$ cat src/program.hex
// One instruction word per line, word address = line index, byte address = 4 * index
// word      index  instruction
2001000C  // 00  addi $1, $0, 12
2002FFFD  // 01  addi $2, $0, -3
00221820  // 02  add  $3, $1, $2
00432022  // 03  sub  $4, $2, $3
00812824  // 04  and  $5, $4, $1
00A33025  // 05  or   $6, $5, $3
0086382A  // 06  slt  $7, $4, $6
00C4402A  // 07  slt  $8, $6, $4
AC060008  // 08  sw   $6, 8($0)
AC24000C  // 09  sw   $4, 12($1)
8C090008  // 10  lw   $9, 8($0)
8C0A0018  // 11  lw   $10, 24($0)
01495820  // 12  add  $11, $10, $9
2000004D  // 13  addi $0, $0, 77
00036020  // 14  add  $12, $0, $3
11260002  // 15  beq  $9, $6, +2
200D0011  // 16  addi $13, $0, 0x11
200E0022  // 17  addi $14, $0, 0x22
10220002  // 18  beq  $1, $2, +2
200F0033  // 19  addi $15, $0, 0x33
20100044  // 20  addi $16, $0, 0x44
0C000019  // 21  jal  25
20110055  // 22  addi $17, $0, 0x55
20120066  // 23  addi $18, $0, 0x66
08000018  // 24  j    24
20130077  // 25  addi $19, $0, 0x77
03E00008  // 26  jr   $31
20140088  // 27  addi $20, $0, 0x88
20150099  // 28  addi $21, $0, 0x99

$ cat src/mips_pkg.sv
package mips_pkg;

    // Widths with a meaning
    typedef logic [31:0] word_t;                 // Data or address word
    typedef logic [4:0]  reg_addr_t;             // Register number
    typedef logic [5:0]  opcode_t;               // Instruction [31:26]
    typedef logic [5:0]  funct_t;                // R-type [5:0]

    // Opcodes
    localparam opcode_t OPCODE_RTYPE = 6'h00;
    localparam opcode_t OPCODE_J     = 6'h02;
    localparam opcode_t OPCODE_JAL   = 6'h03;
    localparam opcode_t OPCODE_BEQ   = 6'h04;
    localparam opcode_t OPCODE_ADDI  = 6'h08;
    localparam opcode_t OPCODE_LW    = 6'h23;
    localparam opcode_t OPCODE_SW    = 6'h2b;

    // R-type funct codes
    localparam funct_t FUNCT_JR  = 6'h08;
    localparam funct_t FUNCT_ADD = 6'h20;
    localparam funct_t FUNCT_SUB = 6'h22;
    localparam funct_t FUNCT_AND = 6'h24;
    localparam funct_t FUNCT_OR  = 6'h25;
    localparam funct_t FUNCT_SLT = 6'h2a;

    localparam reg_addr_t REG_RA = 5'd31;        // Link register

    // Memory depths in words
    localparam int IMEM_WORDS = 64;
    localparam int DMEM_WORDS = 64;
    localparam int IMEM_AW    = $clog2(IMEM_WORDS);
    localparam int DMEM_AW    = $clog2(DMEM_WORDS);

    localparam word_t RESET_PC = 32'h0000_0000;

    typedef enum logic [2:0] {
        ALU_ADD, ALU_SUB, ALU_AND, ALU_OR, ALU_SLT
    } alu_ctrl_t;

    typedef enum logic [1:0] {
        SEL_PC_PLUS4, SEL_PC_BRANCH, SEL_PC_JUMP, SEL_PC_REG
    } sel_pc_t;

    typedef enum logic [1:0] {
        SEL_WA_RT, SEL_WA_RD, SEL_WA_RA
    } sel_wa_t;

    typedef enum logic [1:0] {
        SEL_RES_MEM, SEL_RES_ALU, SEL_RES_LINK
    } sel_result_t;

endpackage

$ cat src/alu.sv
`timescale 1ns/1ps

module alu (
    input  mips_pkg::word_t     a,
    input  mips_pkg::word_t     b,
    input  mips_pkg::alu_ctrl_t sel,
    output mips_pkg::word_t     y,
    output logic                zero
);
    import mips_pkg::*;

    logic less;                                              // Signed a < b

    assign less = $signed(a) < $signed(b);

    always_comb begin
        case (sel)
            ALU_ADD: y = a + b;
            ALU_SUB: y = a - b;
            ALU_AND: y = a & b;
            ALU_OR:  y = a | b;
            ALU_SLT: y = {31'b0, less};
            default: y = '0;
        endcase
    end

    assign zero = (y == '0);

endmodule

$ cat src/control_unit.sv
`timescale 1ns/1ps

module control_unit (
    input  mips_pkg::word_t       d_instruction,
    output mips_pkg::sel_pc_t     sel_pc,
    output mips_pkg::alu_ctrl_t   alu_ctrl,
    output logic                  sel_alu_b,
    output mips_pkg::sel_wa_t     sel_wa,
    output mips_pkg::sel_result_t sel_result,
    output logic                  rf_we,
    output logic                  mem_we
);
    import mips_pkg::*;

    opcode_t opcode;
    funct_t  funct;

    assign opcode = d_instruction[31:26];
    assign funct  = d_instruction[5:0];

    always_comb begin
        sel_pc     = SEL_PC_PLUS4;                           // Bubble unless decoded below
        alu_ctrl   = ALU_ADD;
        sel_alu_b  = 1'b1;                                   // Immediate operand
        sel_wa     = SEL_WA_RT;
        sel_result = SEL_RES_ALU;
        rf_we      = 1'b0;
        mem_we     = 1'b0;
        case (opcode)
            OPCODE_RTYPE: begin
                sel_alu_b = 1'b0;                            // rt operand
                sel_wa    = SEL_WA_RD;
                case (funct)
                    FUNCT_SUB: alu_ctrl = ALU_SUB;
                    FUNCT_AND: alu_ctrl = ALU_AND;
                    FUNCT_OR:  alu_ctrl = ALU_OR;
                    FUNCT_SLT: alu_ctrl = ALU_SLT;
                    default:   alu_ctrl = ALU_ADD;
                endcase
                rf_we  = funct inside {FUNCT_ADD, FUNCT_SUB, FUNCT_AND, FUNCT_OR, FUNCT_SLT};
                sel_pc = (funct == FUNCT_JR) ? SEL_PC_REG : SEL_PC_PLUS4;
            end
            OPCODE_ADDI: rf_we = 1'b1;
            OPCODE_LW: begin
                rf_we      = 1'b1;
                sel_result = SEL_RES_MEM;
            end
            OPCODE_SW:  mem_we = 1'b1;
            OPCODE_BEQ: sel_pc = SEL_PC_BRANCH;              // Taken only if operands equal
            OPCODE_J:   sel_pc = SEL_PC_PLUS4;               // Redirect already done in fetch
            OPCODE_JAL: begin
                rf_we      = 1'b1;                           // Link write, pc+8
                sel_wa     = SEL_WA_RA;
                sel_result = SEL_RES_LINK;
            end
            default: ;                                       // Unknown, no writes
        endcase
    end

endmodule

$ cat src/datapath.sv
`timescale 1ns/1ps

module datapath (
    input  logic                  clock,
    input  logic                  rst_n,
    input  mips_pkg::word_t       instruction,
    input  mips_pkg::word_t       dmem_rd,
    output logic                  dmem_we,
    output mips_pkg::word_t       pc,
    output mips_pkg::word_t       alu_out,
    output mips_pkg::word_t       dmem_wd,
    output mips_pkg::word_t       d_instruction,
    input  mips_pkg::sel_pc_t     sel_pc,
    input  mips_pkg::alu_ctrl_t   alu_ctrl,
    input  logic                  sel_alu_b,
    input  mips_pkg::sel_wa_t     sel_wa,
    input  mips_pkg::sel_result_t sel_result,
    input  logic                  rf_we,
    input  logic                  mem_we,
    input  mips_pkg::reg_addr_t   dbg_ra,
    output mips_pkg::word_t       dbg_rd
);
    import mips_pkg::*;

    word_t       pc_q, pc_next, pc_plus4, jump_addr;        // Fetch
    logic        f_jump;
    sel_pc_t     f_sel_pc;
    word_t       d_pc_plus4, d_rd0, d_rd1, d_sign_imm, branch_addr;   // Decode
    logic        d_equal, d_uses_rt, stall, bubble;
    logic        e_rf_we, e_mem_we, e_sel_alu_b;             // Execute
    alu_ctrl_t   e_alu_ctrl;
    sel_wa_t     e_sel_wa;
    sel_result_t e_sel_result;
    word_t       e_rd0, e_rd1, e_sign_imm, e_pc_plus4, e_alu_b, e_alu_y;
    reg_addr_t   e_rt, e_rd, e_wa;
    logic        m_rf_we, m_mem_we;                          // Memory
    sel_result_t m_sel_result;
    word_t       m_alu_out, m_dmem_wd, m_pc_plus4;
    reg_addr_t   m_wa, w_wa;
    logic        w_rf_we;                                    // Writeback
    sel_result_t w_sel_result;
    word_t       w_alu_out, w_dmem_rd, w_pc_plus4, w_result;

    //////////////////////////////////////////////////////////////////////
    // Fetch
    //////////////////////////////////////////////////////////////////////

    assign pc        = pc_q;
    assign pc_plus4  = pc_q + 32'd4;
    assign f_jump    = (instruction[31:26] == OPCODE_J) || (instruction[31:26] == OPCODE_JAL);
    assign jump_addr = {pc_plus4[31:28], instruction[25:0], 2'b00};   // Region of pc+4

    always_comb begin
        if (f_jump) begin
            f_sel_pc = SEL_PC_JUMP;                          // Early jump, no slot
        end else if ((sel_pc == SEL_PC_BRANCH) && !d_equal) begin
            f_sel_pc = SEL_PC_PLUS4;                         // beq not taken
        end else begin
            f_sel_pc = sel_pc;
        end
        case (f_sel_pc)
            SEL_PC_BRANCH: pc_next = branch_addr;
            SEL_PC_JUMP:   pc_next = jump_addr;
            SEL_PC_REG:    pc_next = d_rd0;                  // jr
            default:       pc_next = pc_plus4;
        endcase
    end

    always_ff @(posedge clock or negedge rst_n) begin
        if (!rst_n) begin
            pc_q <= RESET_PC;
        end else if (!stall) begin
            pc_q <= pc_next;
        end
    end

    //////////////////////////////////////////////////////////////////////
    // Decode
    //////////////////////////////////////////////////////////////////////

    always_ff @(posedge clock or negedge rst_n) begin
        if (!rst_n) begin
            d_instruction <= '0;                             // Decodes as bubble
        end else if (!stall) begin
            d_instruction <= instruction;
        end
    end

    always_ff @(posedge clock) begin
        if (!stall) begin
            d_pc_plus4 <= pc_plus4;
        end
    end

    assign d_uses_rt   = (d_instruction[31:26] == OPCODE_RTYPE)
                         || (d_instruction[31:26] == OPCODE_BEQ)
                         || (d_instruction[31:26] == OPCODE_SW);
    assign d_equal     = (d_rd0 == d_rd1);                   // beq compare
    assign d_sign_imm  = {{16{d_instruction[15]}}, d_instruction[15:0]};
    assign branch_addr = d_pc_plus4 + {d_sign_imm[29:0], 2'b00};

    regfile u_regfile (
        .clock (clock),           .rst_n (rst_n),
        .we    (w_rf_we),         .wa    (w_wa),             // From writeback
        .ra0   (d_instruction[25:21]),
        .ra1   (d_instruction[20:16]),
        .dbg_ra(dbg_ra),          .wd    (w_result),
        .rd0   (d_rd0),           .rd1   (d_rd1),
        .dbg_rd(dbg_rd)
    );

    flusher u_flusher (
        .clock  (clock),          .rst_n  (rst_n),
        .rs     (d_instruction[25:21]),
        .rt     (d_instruction[20:16]),
        .uses_rt(d_uses_rt),
        .e_wa   (e_wa),           .m_wa   (m_wa),
        .e_rf_we(e_rf_we),        .m_rf_we(m_rf_we),
        .stall  (stall),          .bubble (bubble)
    );

    //////////////////////////////////////////////////////////////////////
    // Execute
    //////////////////////////////////////////////////////////////////////

    always_ff @(posedge clock or negedge rst_n) begin
        if (!rst_n) begin
            e_rf_we      <= 1'b0;
            e_mem_we     <= 1'b0;
            e_alu_ctrl   <= ALU_ADD;
            e_sel_alu_b  <= 1'b0;
            e_sel_wa     <= SEL_WA_RT;
            e_sel_result <= SEL_RES_ALU;
        end else if (bubble) begin
            e_rf_we  <= 1'b0;                                // Kill writes only
            e_mem_we <= 1'b0;
        end else begin
            e_rf_we      <= rf_we;
            e_mem_we     <= mem_we;
            e_alu_ctrl   <= alu_ctrl;
            e_sel_alu_b  <= sel_alu_b;
            e_sel_wa     <= sel_wa;
            e_sel_result <= sel_result;
        end
    end

    always_ff @(posedge clock) begin
        e_rd0      <= d_rd0;
        e_rd1      <= d_rd1;
        e_sign_imm <= d_sign_imm;
        e_rt       <= d_instruction[20:16];
        e_rd       <= d_instruction[15:11];
        e_pc_plus4 <= d_pc_plus4;
    end

    assign e_alu_b = e_sel_alu_b ? e_sign_imm : e_rd1;

    always_comb begin
        case (e_sel_wa)
            SEL_WA_RD: e_wa = e_rd;                          // R-type
            SEL_WA_RA: e_wa = REG_RA;                        // jal
            default:   e_wa = e_rt;                          // I-type
        endcase
    end

    alu u_alu (
        .a   (e_rd0),
        .b   (e_alu_b),
        .sel (e_alu_ctrl),
        .y   (e_alu_y),
        .zero()                                              // beq resolves in decode
    );

    //////////////////////////////////////////////////////////////////////
    // Memory and writeback
    //////////////////////////////////////////////////////////////////////

    always_ff @(posedge clock or negedge rst_n) begin
        if (!rst_n) begin
            m_rf_we      <= 1'b0;
            m_mem_we     <= 1'b0;
            m_sel_result <= SEL_RES_ALU;
            w_rf_we      <= 1'b0;
            w_sel_result <= SEL_RES_ALU;
        end else begin
            m_rf_we      <= e_rf_we;
            m_mem_we     <= e_mem_we;
            m_sel_result <= e_sel_result;
            w_rf_we      <= m_rf_we;
            w_sel_result <= m_sel_result;
        end
    end

    always_ff @(posedge clock) begin
        m_alu_out  <= e_alu_y;
        m_dmem_wd  <= e_rd1;                                 // Store data is rt
        m_wa       <= e_wa;
        m_pc_plus4 <= e_pc_plus4;
        w_alu_out  <= m_alu_out;
        w_dmem_rd  <= dmem_rd;                               // Load data from RAM
        w_wa       <= m_wa;
        w_pc_plus4 <= m_pc_plus4;
    end

    assign dmem_we = m_mem_we;
    assign alu_out = m_alu_out;
    assign dmem_wd = m_dmem_wd;

    always_comb begin
        case (w_sel_result)
            SEL_RES_MEM:  w_result = w_dmem_rd;
            SEL_RES_LINK: w_result = w_pc_plus4 + 32'd4;     // jal links pc+8
            default:      w_result = w_alu_out;
        endcase
    end

endmodule

$ cat src/dmem.sv
`timescale 1ns/1ps

module dmem (
    input  logic            clock,
    input  logic            we,
    input  mips_pkg::word_t addr,
    input  mips_pkg::word_t wd,
    output mips_pkg::word_t rd
);
    import mips_pkg::*;

    word_t ram [DMEM_WORDS];

    initial begin
        for (int i = 0; i < DMEM_WORDS; i++) begin
            ram[i] = '0;                                     // Known contents at start
        end
    end

    always @(posedge clock) begin
        if (we) begin
            ram[addr[DMEM_AW+1:2]] <= wd;
        end
    end

    assign rd = ram[addr[DMEM_AW+1:2]];                      // Async read

    a_store_aligned : assert property (@(posedge clock) we |-> (addr[1:0] == 2'b00))
        else $error("dmem: unaligned store to %h", addr);

endmodule

$ cat src/flusher.sv
`timescale 1ns/1ps

module flusher (
    input  logic                clock,                       // Assertion only
    input  logic                rst_n,
    input  mips_pkg::reg_addr_t rs,
    input  mips_pkg::reg_addr_t rt,
    input  logic                uses_rt,
    input  mips_pkg::reg_addr_t e_wa,
    input  mips_pkg::reg_addr_t m_wa,
    input  logic                e_rf_we,
    input  logic                m_rf_we,
    output logic                stall,
    output logic                bubble
);

    logic rs_hit;
    logic rt_hit;

    // Source still owed by execute or memory
    assign rs_hit = (rs != '0) && ((e_rf_we && (rs == e_wa)) || (m_rf_we && (rs == m_wa)));
    assign rt_hit = uses_rt && (rt != '0)
                    && ((e_rf_we && (rt == e_wa)) || (m_rf_we && (rt == m_wa)));

    assign stall  = rs_hit || rt_hit;                        // Hold fetch and decode
    assign bubble = stall;                                   // Flush into execute

    // Writer reaches writeback within two cycles, so the wait is bounded
    a_stall_max_2 : assert property (
        @(posedge clock) disable iff (!rst_n) stall ##1 stall |=> !stall
    ) else $error("flusher: stall held longer than 2 cycles");

endmodule

$ cat src/imem.sv
`timescale 1ns/1ps

module imem (
    input  logic            clock,
    input  mips_pkg::word_t pc,
    output mips_pkg::word_t instruction
);
    import mips_pkg::*;

    word_t rom [IMEM_WORDS];                                 // Program storage

    initial begin
        $readmemh("/design/src/program.hex", rom);
    end

    assign instruction = rom[pc[IMEM_AW+1:2]];               // Word index, async read

    // Fetch must never run off the end of the program
    a_pc_in_rom : assert property (@(posedge clock) pc[31:2] < IMEM_WORDS)
        else $error("imem: pc %h outside ROM", pc);

endmodule

$ cat src/mips_top.sv
`timescale 1ns/1ps

module mips_top (
    input  logic                clock,
    input  logic                rst_n,
    input  mips_pkg::reg_addr_t dbg_ra,
    output mips_pkg::word_t     dbg_rd,
    output mips_pkg::word_t     pc,
    output logic                dmem_we,
    output mips_pkg::word_t     dmem_addr,
    output mips_pkg::word_t     dmem_wd
);
    import mips_pkg::*;

    word_t       instruction, d_instruction, dmem_rd;
    sel_pc_t     sel_pc;
    alu_ctrl_t   alu_ctrl;
    logic        sel_alu_b;
    sel_wa_t     sel_wa;
    sel_result_t sel_result;
    logic        rf_we;
    logic        mem_we;

    imem u_imem (
        .clock      (clock),
        .pc         (pc),
        .instruction(instruction)
    );

    control_unit u_control_unit (.*);                        // Decodes d_instruction

    datapath u_datapath (
        .alu_out(dmem_addr),                                 // Memory stage address
        .*
    );

    dmem u_dmem (
        .clock(clock),
        .we   (dmem_we),
        .addr (dmem_addr),
        .wd   (dmem_wd),
        .rd   (dmem_rd)
    );

endmodule

$ cat src/regfile.sv
`timescale 1ns/1ps

module regfile (
    input  logic                clock,
    input  logic                rst_n,
    input  logic                we,
    input  mips_pkg::reg_addr_t wa,
    input  mips_pkg::reg_addr_t ra0,
    input  mips_pkg::reg_addr_t ra1,
    input  mips_pkg::reg_addr_t dbg_ra,
    input  mips_pkg::word_t     wd,
    output mips_pkg::word_t     rd0,
    output mips_pkg::word_t     rd1,
    output mips_pkg::word_t     dbg_rd
);
    import mips_pkg::*;

    word_t regs [1:31];                                      // No storage for r0

    // Zero for r0, write data when the same register is written this cycle
    function automatic word_t read_port(input reg_addr_t ra);
        if (ra == '0) begin
            return '0;
        end
        if (we && (ra == wa)) begin
            return wd;
        end
        return regs[ra];
    endfunction

    always_comb begin
        rd0    = read_port(ra0);
        rd1    = read_port(ra1);
        dbg_rd = read_port(dbg_ra);                          // Testbench peek
    end

    always_ff @(posedge clock or negedge rst_n) begin
        if (!rst_n) begin
            for (int i = 1; i < 32; i++) begin
                regs[i] <= '0;
            end
        end else if (we && (wa != '0)) begin
            regs[wa] <= wd;                                  // Writes to r0 dropped
        end
    end

endmodule

$ cat config.mk
export PLATFORM = sky130hd
export DESIGN_NAME = mips_top
export DESIGN_NICKNAME = d
export VERILOG_FILES = /design/src/mips_pkg.sv /design/src/alu.sv /design/src/control_unit.sv /design/src/datapath.sv /design/src/dmem.sv /design/src/flusher.sv /design/src/imem.sv /design/src/mips_top.sv /design/src/regfile.sv
export SDC_FILE = /design/constraint.sdc
export NUM_CORES = 1
export LEC_CHECK = 0
export BUFFER_PORTS_ARGS = -buffer_cell sky130_fd_sc_hd__buf_2
export CORE_ASPECT_RATIO = 1.5
export CORE_MARGIN = 3
export CORE_UTILIZATION = 42
export CTS_CLUSTER_DIAMETER = 80
export DETAILED_ROUTE_END_ITERATION = 7
export GPL_ROUTABILITY_DRIVEN = 0
export GPL_TIMING_DRIVEN = 0
export PLACE_DENSITY = 0.76
export SLEW_MARGIN = 20
export SYNTH_ARGS = -nofsm -noshare
export SYNTH_HDL_FRONTEND = slang
export SYNTH_SLANG_ARGS = --single-unit
$ cat constraint.sdc
create_clock -name clock -period 2.5 [get_ports clock]
set_clock_uncertainty 0.15 [all_clocks]
set_input_delay 0.5 -clock clock [delete_from_list [all_inputs] [get_ports clock]]
set_output_delay 0.5 -clock clock [all_outputs]
set_load 0.005 [all_outputs]
==> impl_results.md <==
- Outcome: finished clean
- Slew headroom: 0.559
- Top-area cell type share of the netlist area: 0.364
- Leakage power: about 1.7 nW
- Die ar.: approximately 5800 um2
- Routed len/inst: a little under 9 um
- Crit path max fanout: 7
- Cells after DPL: 406
- Max reg flops: 30
- Slowest stage delay, CP: 570 ps
- Crit Path Class: reg2reg
- Power per cell area: between 300 and 400 nW/um2
- Antenna Nets Post-Route: 0
- Post-route DRC: 0
- Final setup violation count: 0
- Multi-input gate area: 917 um2
- Initial Util: 0.447
- Total power draw: between 1 and 1.5 mW
- Yosys reg bits: 30
- Core Box Area: ~4600 um2
- Total iterations of the first detailed-routing run: 4
- Post-Syn Instances: 213
- Initial antenna violation count: 0
- DRT Wirelength: between 3 and 4 mm
- Fillers: 430
- Pin count of the biggest net entering global routing: 31
- Total GRT Usage: 0.126
- Area delta synth->final: 33.7%
- Rows: 30
- Via Count: 1477
- Hold crit path type: in2async
- Setup crit start kind: flip-flop
- Mapped Area: approximately 2100 um2
- Post-synth EDFFs: 0
- NumNets Final: 357
- Hold Violations, Final: 0
- Avg Inst Size Synth: just under 10 um2
- Fin crit period: between 1500 and 2000 ps
- Crit path arrival time: 2020 ps
- Synth async-reset ratio: 1.00
- Port bufs: 31
- CTS tree: done
- First-pass GRT wire length: 5.95 mm
- Place WS: around 520 ps
- Via-per-instance ratio: around 3.6
- Slowest-stage cell, CP: or4_4
- Slew Limit Fails: 0
- Unrepaired setup endpoints after global routing: false
- CTS Buf Count: 5
- Resized cells post-CTS: 0
- Max-cap violations: 0
- Yosys top cell by area: dfrtp_1
- Worst path bufs/invs: 0
- Post-layout util: 0.597
- Post-synth top flop: dfrtp_1
- Share of cells above drive strength 1: 0.411
- Initial DRC Count: 24
- Clock latency on the worst-skew pair: ~280 ps
- CTS H-tree lvls: 2
- CP Cell Sequence: ha_1 > nand3_2 > or4_4 > nor3_2 > xor2_1
- Setup_tns: 0 ps
- Total gr overflow: 0
- Worst-margin pin slew: 661 ps
- Fmax: between 500 and 600 MHz
- # hold bufs at CTS: 0
- Top Family by Delay on Critical Path: simple AND/OR/NAND/NOR gates
- Post CTS Setup Buffer Count: 0
- Max VDD drop: between 200 and 300 uV
- Most frequent cells in the layout: buf_4, conb_1, buf_2
- Die W: about 63 um
- Vias in the first global route: between 1000 and 1500
- Ant diodes: 0
- CTS Sinks: 30
- Warning count from the yosys run: 0
- CP Capture Type: flip-flop
- Ports: 136
- Clk buf depth: 2
- Root buffer cell: clkbuf_8
- Ranking of synthesized cells by area: dfrtp_1, buf_4, xnor2_1, nand4_1, xor2_1
- Die Ht: 91.8 um
- Sequential-to-total area share from yosys stat: 0.364
- Setup ws final: 525 ps
- CTS clk-pin slew, worst paths: around 60 ps
- Post-DP HPWL: between 3 and 4 mm
- Non-Filler Instances: about 410
- FF/Latch Area: 751 um2
- Unique masters post-synth: 24
- Worst Path Required: approximately 2600 ps
- Period utilisation layout: 0.790
-- where the power goes --
part           switching [mW]  leakage (nW)  internal [mW]
registers                   0         0.405          0.486
clock network           0.172        0.0482          0.222
logic                  0.0655          1.20         0.0974
-- Yosys cell counts (all sizes together) (3+ instances only) --
cell type / n
nor3: 3
nand3: 8
nand2: 9
nand4: 11
inv: 4
nor2: 8
buf: 100
xor2: 6
xnor2: 22
dfrtp: 30
-- routing by layer --
metal  routed length [um]  track usage
met2                 1840        0.227
met1                 1400        0.129
met4                   49       0.0505
met3                  410       0.0502
met5                    0            0
-- final timing paths --
path	cells after the start	slack, ps	start	endpoint
worst max-delay path	5	520	u_datapath.pc[2]$_DFF_PN0_	u_datapath.pc[24]$_DFF_PN0_
worst min-delay path	1	100	rst_n	u_datapath.pc[9]$_DFF_PN0_
worst max register to register	5	520	u_datapath.pc[2]$_DFF_PN0_	u_datapath.pc[24]$_DFF_PN0_
worst min register to register	1	320	u_datapath.pc[31]$_DFF_PN0_	u_datapath.pc[31]$_DFF_PN0_
max in group asynchronous	1	1670	rst_n	u_datapath.pc[11]$_DFF_PN0_
min in group clock	1	320	u_datapath.pc[31]$_DFF_PN0_	u_datapath.pc[31]$_DFF_PN0_
-- per-stage QoR --
stage / hold slack [ps] / area [um2]
global route: 152 / 2760
global placement: 309 / 2670
CTS: 123 / 2760
floorplan: 54.4 / 2430
finish: 101 / 2760
detailed placement: 308 / 2670
-- cells by family (layout without fill, tap and decap cells) --
| kind of cell | Yosys count | after routing | synth area share |
|---|---|---|---|
| buffers and inverters | 104 | 143 | 0.370 |
| AND/OR/NAND/NOR | 49 | 49 | 0.139 |
| flip-flops | 30 | 30 | 0.364 |
| adder cells (fa/ha/maj) | 1 | 1 | 0.00606 |
| other | 1 | 99 | 0.00182 |
| XOR/XNOR | 28 | 28 | 0.119 |
-- cell type report --
class / instances / area share
Timing Repair Buffer: 31 / 0.0563
Sequential cell: 30 / 0.272
Clock inverter: 1 / 0.00181
Inverter: 4 / 0.00544
Clock buffer: 7 / 0.0313
Multi-Input combinational cell: 177 / 0.333
Tap cell: 64 / 0.0290
Buffer: 100 / 0.271
-- worst reg2reg max path, stage by stage (launching register included) --
cell and delay (ps):
dfrtp_1 400, ha_1 220, nand3_2 180, or4_4 570
nor3_2 200, xor2_1 170
No activity file was read; power rests on OpenSTA's default activity.
